### config.mk
export PLATFORM = sky130hd
export DESIGN_NAME = wakeupScheduler
export DESIGN_NICKNAME = d
export VERILOG_FILES = /design/src/verilog/wakeupPkg.sv /design/src/verilog/issueSelector.sv /design/src/verilog/wakeupLane.sv /design/src/verilog/wakeupCollector.sv /design/src/verilog/wakeupScheduler.sv
export SDC_FILE = /design/constraint.sdc
export NUM_CORES = 1
export LEC_CHECK = 0
export ABC_CLOCK_PERIOD_IN_PS = 4500
export BUFFER_PORTS_ARGS = -buffer_cell sky130_fd_sc_hd__clkbuf_2
export CAP_MARGIN = 30
export CORE_UTILIZATION = 40
export DETAILED_ROUTE_END_ITERATION = 12
export PLACE_DENSITY_LB_ADDON = 0.25
export SYNTH_ARGS = -nofsm -noshare
export SYNTH_HDL_FRONTEND = slang
export SYNTH_SLANG_ARGS = --single-unit
### constraint.sdc
create_clock -name clk -period 4.5 [get_ports clk]
set_input_delay 0.225 -clock clk [delete_from_list [all_inputs] [get_ports clk]]
set_output_delay 0.225 -clock clk [all_outputs]
set_load 0.05 [all_outputs]
### src/verilog/wakeupPkg.sv
/*
 * Wakeup scheduler shared definitions
 * Default sizes, the recovery opcode and the selective flush range check
 */
package wakeupPkg;

    localparam int DEFAULT_QUEUE_SIZE  = 8;
    localparam int DEFAULT_ISSUE_WIDTH = 2;
    localparam int DEFAULT_LATENCY     = 3;    // Minimum 1
    localparam int DEFAULT_AL_PTR_BITS = 4;

    typedef enum logic [1:0] {
        RECOVER_NONE  = 2'd0,
        RECOVER_PIPE  = 2'd1,
        RECOVER_RANGE = 2'd2
    } recoveryOp;

    // Pointer inside the circular interval [head, tail) of the active list
    // Equal head and tail means an empty range unless flushAll is set
    function automatic logic inFlushRange(
        input int unsigned head,
        input int unsigned tail,
        input logic        flushAll,
        input int unsigned ptr
    );
        logic inRange;
        if (head <= tail) begin
            inRange = (ptr >= head) && (ptr < tail);
        end else begin
            inRange = (ptr >= head) || (ptr < tail);
        end
        return flushAll || inRange;
    endfunction

endpackage

### src/verilog/issueSelector.sv
/*
 * Issue selector
 * Holds the issue queue entry table and grants ready entries
 * to the issue lanes, lowest index first
 */
`timescale 1ns/1ps

module issueSelector import wakeupPkg::*; #(
    parameter int QUEUE_SIZE  = DEFAULT_QUEUE_SIZE,
    parameter int ISSUE_WIDTH = DEFAULT_ISSUE_WIDTH,
    parameter int AL_PTR_BITS = DEFAULT_AL_PTR_BITS
) (
    input  logic                                             clk,
    input  logic                                             rstN,
    input  logic                                             dispatch,
    input  logic [$clog2(QUEUE_SIZE)-1:0]                    dispatchPtr,
    input  logic [AL_PTR_BITS-1:0]                           dispatchAlPtr,
    input  logic [QUEUE_SIZE-1:0]                            flushIqEntry,
    input  logic                                             stall,
    input  recoveryOp                                        recovery,
    input  logic [QUEUE_SIZE-1:0]                            releaseMask,
    output logic [ISSUE_WIDTH-1:0]                           selValid,
    output logic [ISSUE_WIDTH-1:0][$clog2(QUEUE_SIZE)-1:0]   selPtr,
    output logic [ISSUE_WIDTH-1:0][QUEUE_SIZE-1:0]           selVector,
    output logic [ISSUE_WIDTH-1:0][AL_PTR_BITS-1:0]          selAlPtr
);

    localparam int PTR_BITS = $clog2(QUEUE_SIZE);

    logic [QUEUE_SIZE-1:0]  entryValid;
    logic [QUEUE_SIZE-1:0]  entryIssued;
    logic [AL_PTR_BITS-1:0] entryAlPtr [QUEUE_SIZE];

    // Each lane takes the lowest ready entry not granted to a lower lane
    always_comb begin
        logic [QUEUE_SIZE-1:0] remaining;
        logic                  found;
        remaining = entryValid & ~entryIssued & ~flushIqEntry;
        selValid  = '0;
        selPtr    = '0;
        selVector = '0;
        selAlPtr  = '0;
        for (int l = 0; l < ISSUE_WIDTH; l++) begin
            found = 1'b0;
            for (int e = 0; e < QUEUE_SIZE; e++) begin
                if (!found && remaining[e]) begin
                    found          = 1'b1;
                    remaining[e]   = 1'b0;
                    // Nothing issues while the lanes are frozen
                    selValid[l]    = !stall;
                    selPtr[l]      = PTR_BITS'(e);
                    selVector[l][e] = 1'b1;
                    selAlPtr[l]    = entryAlPtr[e];
                end
            end
        end
    end

    always_ff @(posedge clk or negedge rstN) begin
        if (!rstN) begin
            entryValid  <= '0;
            entryIssued <= '0;
        end else if (recovery == RECOVER_PIPE) begin
            entryValid  <= '0;
            entryIssued <= '0;
        end else begin
            // Free entries that leave a lane or get flushed
            for (int e = 0; e < QUEUE_SIZE; e++) begin
                if (releaseMask[e] || flushIqEntry[e]) begin
                    entryValid[e]  <= 1'b0;
                    entryIssued[e] <= 1'b0;
                end
            end
            for (int l = 0; l < ISSUE_WIDTH; l++) begin
                if (selValid[l]) begin
                    entryIssued[selPtr[l]] <= 1'b1;
                end
            end
            if (dispatch) begin
                entryValid[dispatchPtr]  <= 1'b1;
                entryIssued[dispatchPtr] <= 1'b0;
            end
        end
    end

    always_ff @(posedge clk) begin
        if (dispatch) begin
            entryAlPtr[dispatchPtr] <= dispatchAlPtr;
        end
    end

endmodule

### src/verilog/wakeupLane.sv
/*
 * Wakeup lane
 * Carries one issued op through LATENCY pipeline stages, then wakes
 * up its consumers and releases its queue entry
 */
`timescale 1ns/1ps

module wakeupLane import wakeupPkg::*; #(
    parameter int QUEUE_SIZE  = DEFAULT_QUEUE_SIZE,
    parameter int LATENCY     = DEFAULT_LATENCY,
    parameter int AL_PTR_BITS = DEFAULT_AL_PTR_BITS
) (
    input  logic                          clk,
    input  logic                          rstN,
    input  logic                          stall,
    input  recoveryOp                     recovery,
    input  logic [AL_PTR_BITS-1:0]        flushHead,
    input  logic [AL_PTR_BITS-1:0]        flushTail,
    input  logic                          flushAll,
    input  logic                          selValid,
    input  logic [$clog2(QUEUE_SIZE)-1:0] selPtr,
    input  logic [QUEUE_SIZE-1:0]         selVector,
    input  logic [AL_PTR_BITS-1:0]        selAlPtr,
    output logic                          laneWakeup,
    output logic                          laneRelease,
    output logic [QUEUE_SIZE-1:0]         laneVector,
    output logic                          laneWindow
);

    localparam int COUNT_BITS = $clog2(LATENCY + 1);

    // Stage 0 is the exit stage and ops enter at LATENCY-1
    logic [LATENCY-1:0]                  stageValid;
    logic [LATENCY-1:0][QUEUE_SIZE-1:0]  stageVector;
    logic [LATENCY-1:0][AL_PTR_BITS-1:0] stageAlPtr;

    logic [COUNT_BITS-1:0]  windowCount;
    logic [AL_PTR_BITS-1:0] rangeHead;
    logic [AL_PTR_BITS-1:0] rangeTail;
    logic                   rangeAll;
    logic                   flushHit;

    always_ff @(posedge clk or negedge rstN) begin
        if (!rstN) begin
            stageValid <= '0;
        end else if (recovery == RECOVER_PIPE) begin
            stageValid <= '0;
        end else if (!stall) begin
            for (int s = 0; s < LATENCY - 1; s++) begin
                stageValid[s] <= stageValid[s + 1];
            end
            stageValid[LATENCY - 1] <= selValid;
        end
    end

    always_ff @(posedge clk) begin
        if (!stall) begin
            for (int s = 0; s < LATENCY - 1; s++) begin
                stageVector[s] <= stageVector[s + 1];
                stageAlPtr[s]  <= stageAlPtr[s + 1];
            end
            stageVector[LATENCY - 1] <= selVector;
            stageAlPtr[LATENCY - 1]  <= selAlPtr;
        end
    end

    // Flush window covers the ops that may still be in flight
    always_ff @(posedge clk or negedge rstN) begin
        if (!rstN) begin
            windowCount <= '0;
            rangeHead   <= '0;
            rangeTail   <= '0;
            rangeAll    <= 1'b0;
        end else if (recovery == RECOVER_RANGE) begin
            windowCount <= COUNT_BITS'(LATENCY);
            rangeHead   <= flushHead;
            rangeTail   <= flushTail;
            rangeAll    <= flushAll;
        end else if (windowCount != '0 && !stall) begin
            windowCount <= windowCount - 1'b1;
        end
    end

    assign laneWindow = (windowCount != '0);
    assign flushHit   = laneWindow && inFlushRange(32'(rangeHead), 32'(rangeTail),
                                                   rangeAll, 32'(stageAlPtr[0]));

    assign laneWakeup  = stageValid[0] && !flushHit;
    assign laneRelease = stageValid[0] && !stall;

    // One-hot entry of the exiting op
    assign laneVector = stageVector[0];

endmodule

### src/verilog/wakeupCollector.sv
/*
 * Wakeup collector
 * Merges the lane outputs into queue-wide wakeup and release masks
 * and flags a possibly in-flight flushed op
 */
`timescale 1ns/1ps

module wakeupCollector #(
    parameter int QUEUE_SIZE  = 8,
    parameter int ISSUE_WIDTH = 2
) (
    input  logic [ISSUE_WIDTH-1:0]                 laneWakeup,
    input  logic [ISSUE_WIDTH-1:0]                 laneRelease,
    input  logic [ISSUE_WIDTH-1:0][QUEUE_SIZE-1:0] laneVector,
    input  logic [ISSUE_WIDTH-1:0]                 laneWindow,
    output logic [QUEUE_SIZE-1:0]                  wakeupMask,
    output logic [QUEUE_SIZE-1:0]                  releaseMask,
    output logic                                   flushedOpExist
);

    always_comb begin
        wakeupMask  = '0;
        releaseMask = '0;
        for (int l = 0; l < ISSUE_WIDTH; l++) begin
            if (laneWakeup[l]) begin
                wakeupMask = wakeupMask | laneVector[l];
            end
            if (laneRelease[l]) begin
                releaseMask = releaseMask | laneVector[l];
            end
        end
    end

    // Any open window means a flushed op may still sit in a lane
    assign flushedOpExist = |laneWindow;

endmodule

### src/verilog/wakeupScheduler.sv
/*
 * Wakeup scheduler top level
 * Issue selector, ISSUE_WIDTH wakeup lanes and the mask collector
 */
`timescale 1ns/1ps

module wakeupScheduler import wakeupPkg::*; #(
    parameter int QUEUE_SIZE  = DEFAULT_QUEUE_SIZE,
    parameter int ISSUE_WIDTH = DEFAULT_ISSUE_WIDTH,
    parameter int LATENCY     = DEFAULT_LATENCY,
    parameter int AL_PTR_BITS = DEFAULT_AL_PTR_BITS
) (
    input  logic                          clk,
    input  logic                          rstN,
    input  logic                          dispatch,
    input  logic [$clog2(QUEUE_SIZE)-1:0] dispatchPtr,
    input  logic [AL_PTR_BITS-1:0]        dispatchAlPtr,
    input  logic [QUEUE_SIZE-1:0]         flushIqEntry,
    input  logic                          stall,
    input  recoveryOp                     recovery,
    input  logic [AL_PTR_BITS-1:0]        flushHead,
    input  logic [AL_PTR_BITS-1:0]        flushTail,
    input  logic                          flushAll,
    output logic [QUEUE_SIZE-1:0]         wakeupMask,
    output logic [QUEUE_SIZE-1:0]         releaseMask,
    output logic                          flushedOpExist
);

    localparam int PTR_BITS = $clog2(QUEUE_SIZE);

    logic [ISSUE_WIDTH-1:0]                  selValid;
    logic [ISSUE_WIDTH-1:0][PTR_BITS-1:0]    selPtr;
    logic [ISSUE_WIDTH-1:0][QUEUE_SIZE-1:0]  selVector;
    logic [ISSUE_WIDTH-1:0][AL_PTR_BITS-1:0] selAlPtr;

    logic [ISSUE_WIDTH-1:0]                  laneWakeup;
    logic [ISSUE_WIDTH-1:0]                  laneRelease;
    logic [ISSUE_WIDTH-1:0][QUEUE_SIZE-1:0]  laneVector;
    logic [ISSUE_WIDTH-1:0]                  laneWindow;

    issueSelector #(
        .QUEUE_SIZE  (QUEUE_SIZE),
        .ISSUE_WIDTH (ISSUE_WIDTH),
        .AL_PTR_BITS (AL_PTR_BITS)
    ) i_issueSelector (
        .clk           (clk),
        .rstN          (rstN),
        .dispatch      (dispatch),
        .dispatchPtr   (dispatchPtr),
        .dispatchAlPtr (dispatchAlPtr),
        .flushIqEntry  (flushIqEntry),
        .stall         (stall),
        .recovery      (recovery),
        .releaseMask   (releaseMask),
        .selValid      (selValid),
        .selPtr        (selPtr),
        .selVector     (selVector),
        .selAlPtr      (selAlPtr)
    );

    for (genvar l = 0; l < ISSUE_WIDTH; l++) begin : g_lane
        wakeupLane #(
            .QUEUE_SIZE  (QUEUE_SIZE),
            .LATENCY     (LATENCY),
            .AL_PTR_BITS (AL_PTR_BITS)
        ) i_wakeupLane (
            .clk         (clk),
            .rstN        (rstN),
            .stall       (stall),
            .recovery    (recovery),
            .flushHead   (flushHead),
            .flushTail   (flushTail),
            .flushAll    (flushAll),
            .selValid    (selValid[l]),
            .selPtr      (selPtr[l]),
            .selVector   (selVector[l]),
            .selAlPtr    (selAlPtr[l]),
            .laneWakeup  (laneWakeup[l]),
            .laneRelease (laneRelease[l]),
            .laneVector  (laneVector[l]),
            .laneWindow  (laneWindow[l])
        );
    end

    wakeupCollector #(
        .QUEUE_SIZE  (QUEUE_SIZE),
        .ISSUE_WIDTH (ISSUE_WIDTH)
    ) i_wakeupCollector (
        .laneWakeup     (laneWakeup),
        .laneRelease    (laneRelease),
        .laneVector     (laneVector),
        .laneWindow     (laneWindow),
        .wakeupMask     (wakeupMask),
        .releaseMask    (releaseMask),
        .flushedOpExist (flushedOpExist)
    );

endmodule

# == Yosys cells after proc, flatten, opt, wreduce, memory -nomap -nowiden ==
# Memory sizes are Yosys's and may differ from the RTL's.
# Cells that the tools add are included.
# word_totals
ram_bits,32
regBits,104
elab_cells,247
mem_count,1
# classes
bitwise,11
n_mux,139
add_sub_neg,2
n_eq_ne,3
order_cmp,11
reduce_logical,59
# memory_table
name,words,word_bits,read_ports,rd_clocked_by_memory_dff,wr,line_no,text
i_issueSelector.entryAlPtr,8,4,8,0,1,issueSelector.sv:32,logic [AL_PTR_BITS-1:0] entryAlPtr [QUEUE_SIZE];
# op_table
operator,n
2-to-1 mux 8 bit,12
2-to-1 mux 1 bit,89
2-to-1 mux 4 bit,15
bitwise OR 8 bit,5
2-to-1 mux 3 bit,12
logical AND 1 bit,26
AND 8 bit,3
NOT 8 bit,3
logical NOT 1 bit,16
2-to-1 mux 2 bit,8
logical OR 1 bit,12
< comparator 3 x 4 -> 1 bit (second input constant),3
demux 1 bit (select 3 bit),3
greater-or-equal comparator 3 x 1 -> 1 bit (second input constant),3
greater-or-equal comparator 4 bit,2
< comparator 4 bit,2
nonzero test 2 bit,4
less-or-equal comparator 4 bit,1
subtractor 2 x 1 -> 2 bit (second input constant),2
== test 2 x 1 -> 1 bit (second input constant),1
== test 2 bit (second input constant),1
!= test 2 x 1 -> 1 bit (second input constant),1
OR reduction 2 bit,1

# == Longest topological paths before layout ==
# logic_depth
word_depth,38
mapped_depth,10
depth_no_buf,9

# == By module ==
# A second synthesis with hierarchy kept.
# hier_totals
hier_cells,594
area_unflattened_um2,7134.3
# by_module_without_submodules
module,seq_area_each_um2,instances,cells_per_inst,area_each_um2
issueSelector,1361.3,1,298,2905.3
wakeupLane (g_lane[1].i_wakeupLane),1431.4,1,137,2029.4
wakeupLane (g_lane[0].i_wakeupLane),1431.4,1,138,2014.4
wakeupCollector,0.0,1,21,185.2

# == Worst setup path before layout ==
# OpenSTA, ideal clock, no wires.
# synth_timing
path_kind,input-to-reg
from,input port stall
to,register i_issueSelector.entryIssued[4]
path_slack_ns,1.637
t_arrival_ns,2.776
setup_ns,0.086
path_buffers,0
stages,5
cell_sequence,inv_1 o21ai_0 nor4_1 a221oi_1 nor3_1
# synth_between
elab_chain_len,17
# synth_lines
element,line_no,text
start: declaration,wakeupScheduler.sv:19,"input logic stall,"
logical NOT 1 bit (*),n/a,
2-to-1 mux 1 bit or logical AND 1 bit (tied branches),"issueSelector.sv:46, wakeupLane.sv:89",
2-to-1 mux 1 bit or 2-to-1 mux 8 bit (tied branches),"issueSelector.sv:46, wakeupCollector.sv:28",
2-to-1 mux 1 bit or bitwise OR 8 bit (tied branches),"issueSelector.sv:46, wakeupCollector.sv:29",
2-to-1 mux 1 bit or 2-to-1 mux 8 bit (tied branches),"issueSelector.sv:46, wakeupCollector.sv:28",
2-to-1 mux 1 bit or logical OR 1 bit (tied branches),"issueSelector.sv:46, issueSelector.sv:69",
"2-to-1 mux 1 bit, on equally long branches","issueSelector.sv:46, issueSelector.sv:69",
"2-to-1 mux 1 bit, on equally long branches","issueSelector.sv:46, issueSelector.sv:63",
2-to-1 mux 1 bit or bitwise OR 8 bit (tied branches),n/a,
2-to-1 mux 8 bit,issueSelector.sv:75,if (selValid[l]) begin
2-to-1 mux 8 bit,issueSelector.sv:63,end else if (recovery == RECOVER_PIPE) begin
bitwise OR 8 bit (no line),n/a,
2-to-1 mux 8 bit (*),issueSelector.sv:75,
2-to-1 mux 8 bit (*),issueSelector.sv:63,
AND 8 bit (no line),n/a,
2-to-1 mux 8 bit (*),issueSelector.sv:79,if (dispatch) begin
2-to-1 mux 8 bit (*),issueSelector.sv:63,
end signal: assignment,issueSelector.sv:62,entryIssued <= '0;
end signal: assignment,issueSelector.sv:65,entryIssued <= '0;
end signal: indexed assignment,issueSelector.sv:81,entryIssued[dispatchPtr] <= 1'b0;
end: declaration,issueSelector.sv:31,logic [QUEUE_SIZE-1:0] entryIssued;
# Every way passes the cells marked *; elsewhere a longest branch is shown, timed or not. The select of a mux whose other input is x is not followed.
# A chain may end at the register's enable or synchronous reset.

# == Final worst setup path ==
# layout_timing
from,register g_lane[0].i_wakeupLane.rangeTail[1]
to,output port wakeupMask[5]
# layout_between
elab_chain_len,10
# layout_lines
element,line_no,text
start: declaration,wakeupLane.sv:39,logic [AL_PTR_BITS-1:0] rangeTail;
start signal: assignment,wakeupLane.sv:77,rangeTail <= flushTail;
< comparator 4 bit,"wakeupPkg.sv:28, wakeupPkg.sv:30",
logical OR 1 bit or logical AND 1 bit (tied branches),"wakeupPkg.sv:30, wakeupPkg.sv:28",
2-to-1 mux 1 bit,wakeupPkg.sv:27,if (head <= tail) begin
logical OR 1 bit,wakeupPkg.sv:32,return flushAll || inRange;
logical AND 1 bit,wakeupLane.sv:85,"assign flushHit = laneWindow && inFlushRange(32'(rangeHead), 32'(rangeTail),"
logical NOT 1 bit,wakeupLane.sv:88,assign laneWakeup = stageValid[0] && !flushHit;
logical AND 1 bit,wakeupLane.sv:88,
2-to-1 mux 8 bit,wakeupCollector.sv:25,if (laneWakeup[l]) begin
bitwise OR 8 bit,wakeupCollector.sv:26,wakeupMask = wakeupMask | laneVector[l];
2-to-1 mux 8 bit (*),wakeupCollector.sv:25,
end: declaration,wakeupScheduler.sv:24,"output logic [QUEUE_SIZE-1:0] wakeupMask,"
# Every way passes the cells marked *; elsewhere a longest branch is shown, timed or not.

==> results.txt <==
----------------------------------------------------
[Power and ir drop]
  Power Dens Cells ... 454 nW/um^2
  Overall Power ... 3320 uW
  Max IR drop VDD ... 0.266 mV
  Leakage power summed over all cells ... 0.00288 uW

[Global routing]
  Total global routing track utilization ... 18.8%
  Number of global-route vias before repair ... 4200
  Wire length of the first global-routing pass ... 22.6 mm
  GRT overflow ... 0
  Initial antenna violation count ... 0
  Largest net degree at the start of global routing ... 50

[Logic synthesis]
  Part of the Yosys area used for sequential elements ... 63.0%
  Async S/R FF share, synth ... 25.7%
  Top cells by area in the synthesized netlist ... sky130_fd_sc_hd__edfxtp_1 49%, sky130_fd_sc_hd__dfrtp_1 14%, sky130_fd_sc_hd__ha_1 4.0%
  Commonest cells post-synth ... 101 x sky130_fd_sc_hd__edfxtp_1, 58 x sky130_fd_sc_hd__nor2_1, 38 x sky130_fd_sc_hd__nand2_1
  Synthesized instance count ... 506
  Post-Synthesis Mean Instance Area ... 12.3 um^2
  Syn nets ... 556
  Predominant post-synthesis flop cell ... sky130_fd_sc_hd__edfxtp_1
  Yosys top cell by area ... sky130_fd_sc_hd__edfxtp_1
  Count of distinct cell types in the synthesized netlist ... 59
  Number of enable-type register cells in the synthesized netlist ... 101
  Ys Warns ... 0
  Flip-flop and latch count after synthesis ... 136
  Area share of the leading cell type in the synthesized netlist ... 48.9%
  Most repeated cell in the gate-level netlist after synthesis ... sky130_fd_sc_hd__edfxtp_1
  Mapped cell area ... 6210 um^2

[Detailed routing]
  Count of routing violations after the opening detailed-route iteration ... 447
  Remaining antenna violation count after routing ... 0
  Via density per instance ... 5.74
  Detail-routed net length per standard cell ... 18.6 um
  Vias after detailed routing ... 4376
  TritonRoute pass-1 iters ... 5
  Total length of routed wires ... 14.2 mm
  DRC ... 0

[Layout]
  Signed area change from the synthesized netlist to the final layout ... 18.0%
  ANT cells ... 0
  Net total in the final layout ... 612
  Fraction of final layout cells sized beyond drive strength 1 ... 18.6%
  Final Instance Count excl. Fillers ... 763

[Clocking]
  Source-to-sink clock delay at the later pin of the worst-skew pair ... 0.41 ns
  CTS HTree Levels ... 4
  Number of CTS-inserted buffers ... 17
  Clock tree from TritonCTS ... yes
  Clock Sinks ... 136
  Clock slew seen by the registers of the worst setup and hold paths ... 0.06 ns
  Clock buffer depth ... 2
  Clock Tree Root ... sky130_fd_sc_hd__clkbuf_16

[Setup path]
  Reg-to-reg slack, setup ... 1.73 ns
  Critical path start-end classification ... flop to output pin
  Startpoint of the most critical register-to-register path ... i_issueSelector.entryIssued[0]
  Category of the worst setup path capture point ... output pin
  Cell type of the slowest stage on the worst timing path ... sky130_fd_sc_hd__o31a_1
  Worst-path cell chain ... inv_1 > ha_1 > nor2b_1 > o21ai_0 > a21oi_1 > a2111oi_0 > o31a_1 > a22o_1 > clkbuf_2
  Max incr delay on CP ... 0.51 ns
  Worst r2r path cells ... 8
  Element type at the critical path start ... flop
  Buffer and inverter count on the worst path ... 2
  Gate family responsible for the most delay along the worst path ... compound AO/OA/AOI/OAI gates
  WP data arrival ... 3.08 ns
  Data required time of the worst path ... 4.28 ns
  Endpoint of the lowest-slack register-to-register path ... g_lane[1].i_wakeupLane.stageAlPtr[10]
  Crit path max fanout ... 8

[Timing]
  Fmax ... 0.303 GHz
  Final-report setup violation count ... 0
  Transition time at the pin with the least slew margin ... 0.971 ns
  Final period util ... 73.4%
  Headroom to the max-slew limit ... 35.0%
  Final setup TNS ... 0 ns
  Clock Skew ... 0.00620 ns
  RSZ-0062 raised after global routing ... false
  Final min period ... 3.30 ns
  Final Hold Viols ... 0
  Max Transition Viols Final ... 0

[Floorplanning]
  Core region area ... 15100 um^2
  Number of top-level pins ... 47
  Core Rows ... 45
  Die extent in x ... 127 um
  Initial Utilization ... 41.0%
  Floorplan die height ... 127 um
  Die area ... 16000 um^2

[Place]
  Detailed placement HPWL ... 9.99 mm
  Number of buffers inserted by port buffering ... 46
  DP Cell Count ... 726
  Routability congestion estimate from global placement ... 0.928

[Min path]
  Worst Hold Class ... input pin to flop
  Hold path endpoint ... g_lane[0].i_wakeupLane.rangeHead[2]
  Launch point of the worst hold path ... flushHead[2]
  Worst hold path cell count ... 3

[Flow run]
  Number of max-capacitance violations reported ... 0

[Outcome]
  Result of the run ... finished, final reports clean

----------------------------------------------------
layout by cell type (no fill, tap or decap), types with 4 or more instances in the layout:
cell                            instances
sky130_fd_sc_hd__a211o_1                4
sky130_fd_sc_hd__a22o_1                 8
sky130_fd_sc_hd__dfrtp_1               35
sky130_fd_sc_hd__o21ai_0               26
sky130_fd_sc_hd__clkbuf_2              46
sky130_fd_sc_hd__or3b_1                 6
sky130_fd_sc_hd__a32o_1                 4
sky130_fd_sc_hd__a22oi_1               13
sky130_fd_sc_hd__mux2i_1                6
sky130_fd_sc_hd__nor2_2                 4
sky130_fd_sc_hd__inv_1                 14
sky130_fd_sc_hd__edfxtp_1             101
sky130_fd_sc_hd__a221oi_1               6
sky130_fd_sc_hd__a21oi_1               34
sky130_fd_sc_hd__clkinv_4               4
sky130_fd_sc_hd__nand3_1               11
sky130_fd_sc_hd__nor3b_2                4
sky130_fd_sc_hd__nor4_1                 5
sky130_fd_sc_hd__nand2b_1               7
sky130_fd_sc_hd__nor2_1                58
sky130_fd_sc_hd__dlygate4sd3_1          4
sky130_fd_sc_hd__ha_1                  20
sky130_fd_sc_hd__bufinv_16              5
sky130_fd_sc_hd__nand2_1               38
sky130_fd_sc_hd__nor3_1                21
sky130_fd_sc_hd__a211oi_1               8
sky130_fd_sc_hd__nor2b_1                4
sky130_fd_sc_hd__clkbuf_16             17
what timing repair did:
item                                   4_1_cts  5_1_grt
gates resized for setup                      0        0
endpoints found under the hold margin       38        0
setup buffers                                0        0
hold buffers                                 4        0
through the flow:
| stage | hold slack [ns] | utilization, % | setup slack, ns | cell area [um^2] |
|---|---|---|---|---|
| finish | 0.0141 | 48.3 | 1.20 | 7320 |
| global route | 0.0131 | 48.3 | 0.918 | 7320 |
| CTS | 0.00363 | 48.2 | 1.16 | 7300 |
| detailed placement | 0.405 | 43.6 | 1.63 | 6610 |
| global placement | 0.397 | 43.5 | 1.68 | 6580 |
| floorplan | -0.0706 | - | 1.64 | 6210 |
per-layer routing:
layer  part of all wire, %  vias up  track usage (%)
li1                      -     2041                -
met1                    47     2144             25.3
met2                    46      166             29.2
met3                   5.2       25             4.98
met4                   1.9        0             7.09
met5                     0        -                0
tightest hold or removal path, cell delays in order:
cell and delay, ns:
sky130_fd_sc_hd__clkbuf_2 0.08, sky130_fd_sc_hd__nand2_1 0.04, sky130_fd_sc_hd__o21ai_0 0.05
layout make-up:
class | instances | area [um^2]
flip-flops and latches | 136 | 3910
multi-input cells | 333 | 2130
inverters | 17 | 66.3
fillers | 1323 | 7820
clock inverters | 14 | 223
repair buffers | 57 | 334
clock buffers | 18 | 429
well taps | 188 | 235
cells by family after synthesis:
logic type,synth area share (%)
simple gates,15.2
xor+xnor,0.141
compound gates,13.9
mux,0.968
fa+ha+maj,4.03
flops,63.0
buf+inv,2.80
registers in the layout (all words and copies together), names as in the netlist:
register / cells
g_lane.i_wakeupLane.laneVector: 15
g_lane.i_wakeupLane.rangeAll: 1
g_lane.i_wakeupLane.rangeHead: 4
g_lane.i_wakeupLane.rangeTail: 4
g_lane.i_wakeupLane.stageAlPtr: 24
g_lane.i_wakeupLane.stageValid: 6
g_lane.i_wakeupLane.stageVector: 30
g_lane.i_wakeupLane.windowCount: 4
i_issueSelector.entryAlPtr: 32
i_issueSelector.entryIssued: 8
i_issueSelector.entryValid: 8
worst max-delay path by stage:
stage                                        startpoint                        endpoint  slack, ns  cells past startpoint
global route        g_lane[0].i_wakeupLane.rangeTail[1]                   wakeupMask[5]       0.92                      9
CTS                 g_lane[0].i_wakeupLane.rangeTail[1]                   wakeupMask[5]       1.16                      9
floorplan                                         stall  i_issueSelector.entryIssued[4]       1.64                      5
finish              g_lane[0].i_wakeupLane.rangeTail[1]                   wakeupMask[5]       1.20                      9
global placement    g_lane[0].i_wakeupLane.rangeTail[1]                   wakeupMask[5]       1.68                      9
detailed placement  g_lane[0].i_wakeupLane.rangeTail[1]                   wakeupMask[5]       1.63                      9
power by group:
group / leakage [uW] / switching (uW) / internal (uW)
sequential: 0.00144 / 43.1 / 1430
combinational: 0.00112 / 213 / 113
clock: 0.000311 / 531 / 988
total: 0.00288 / 787 / 2540
(Power assumes the default switching activity.)
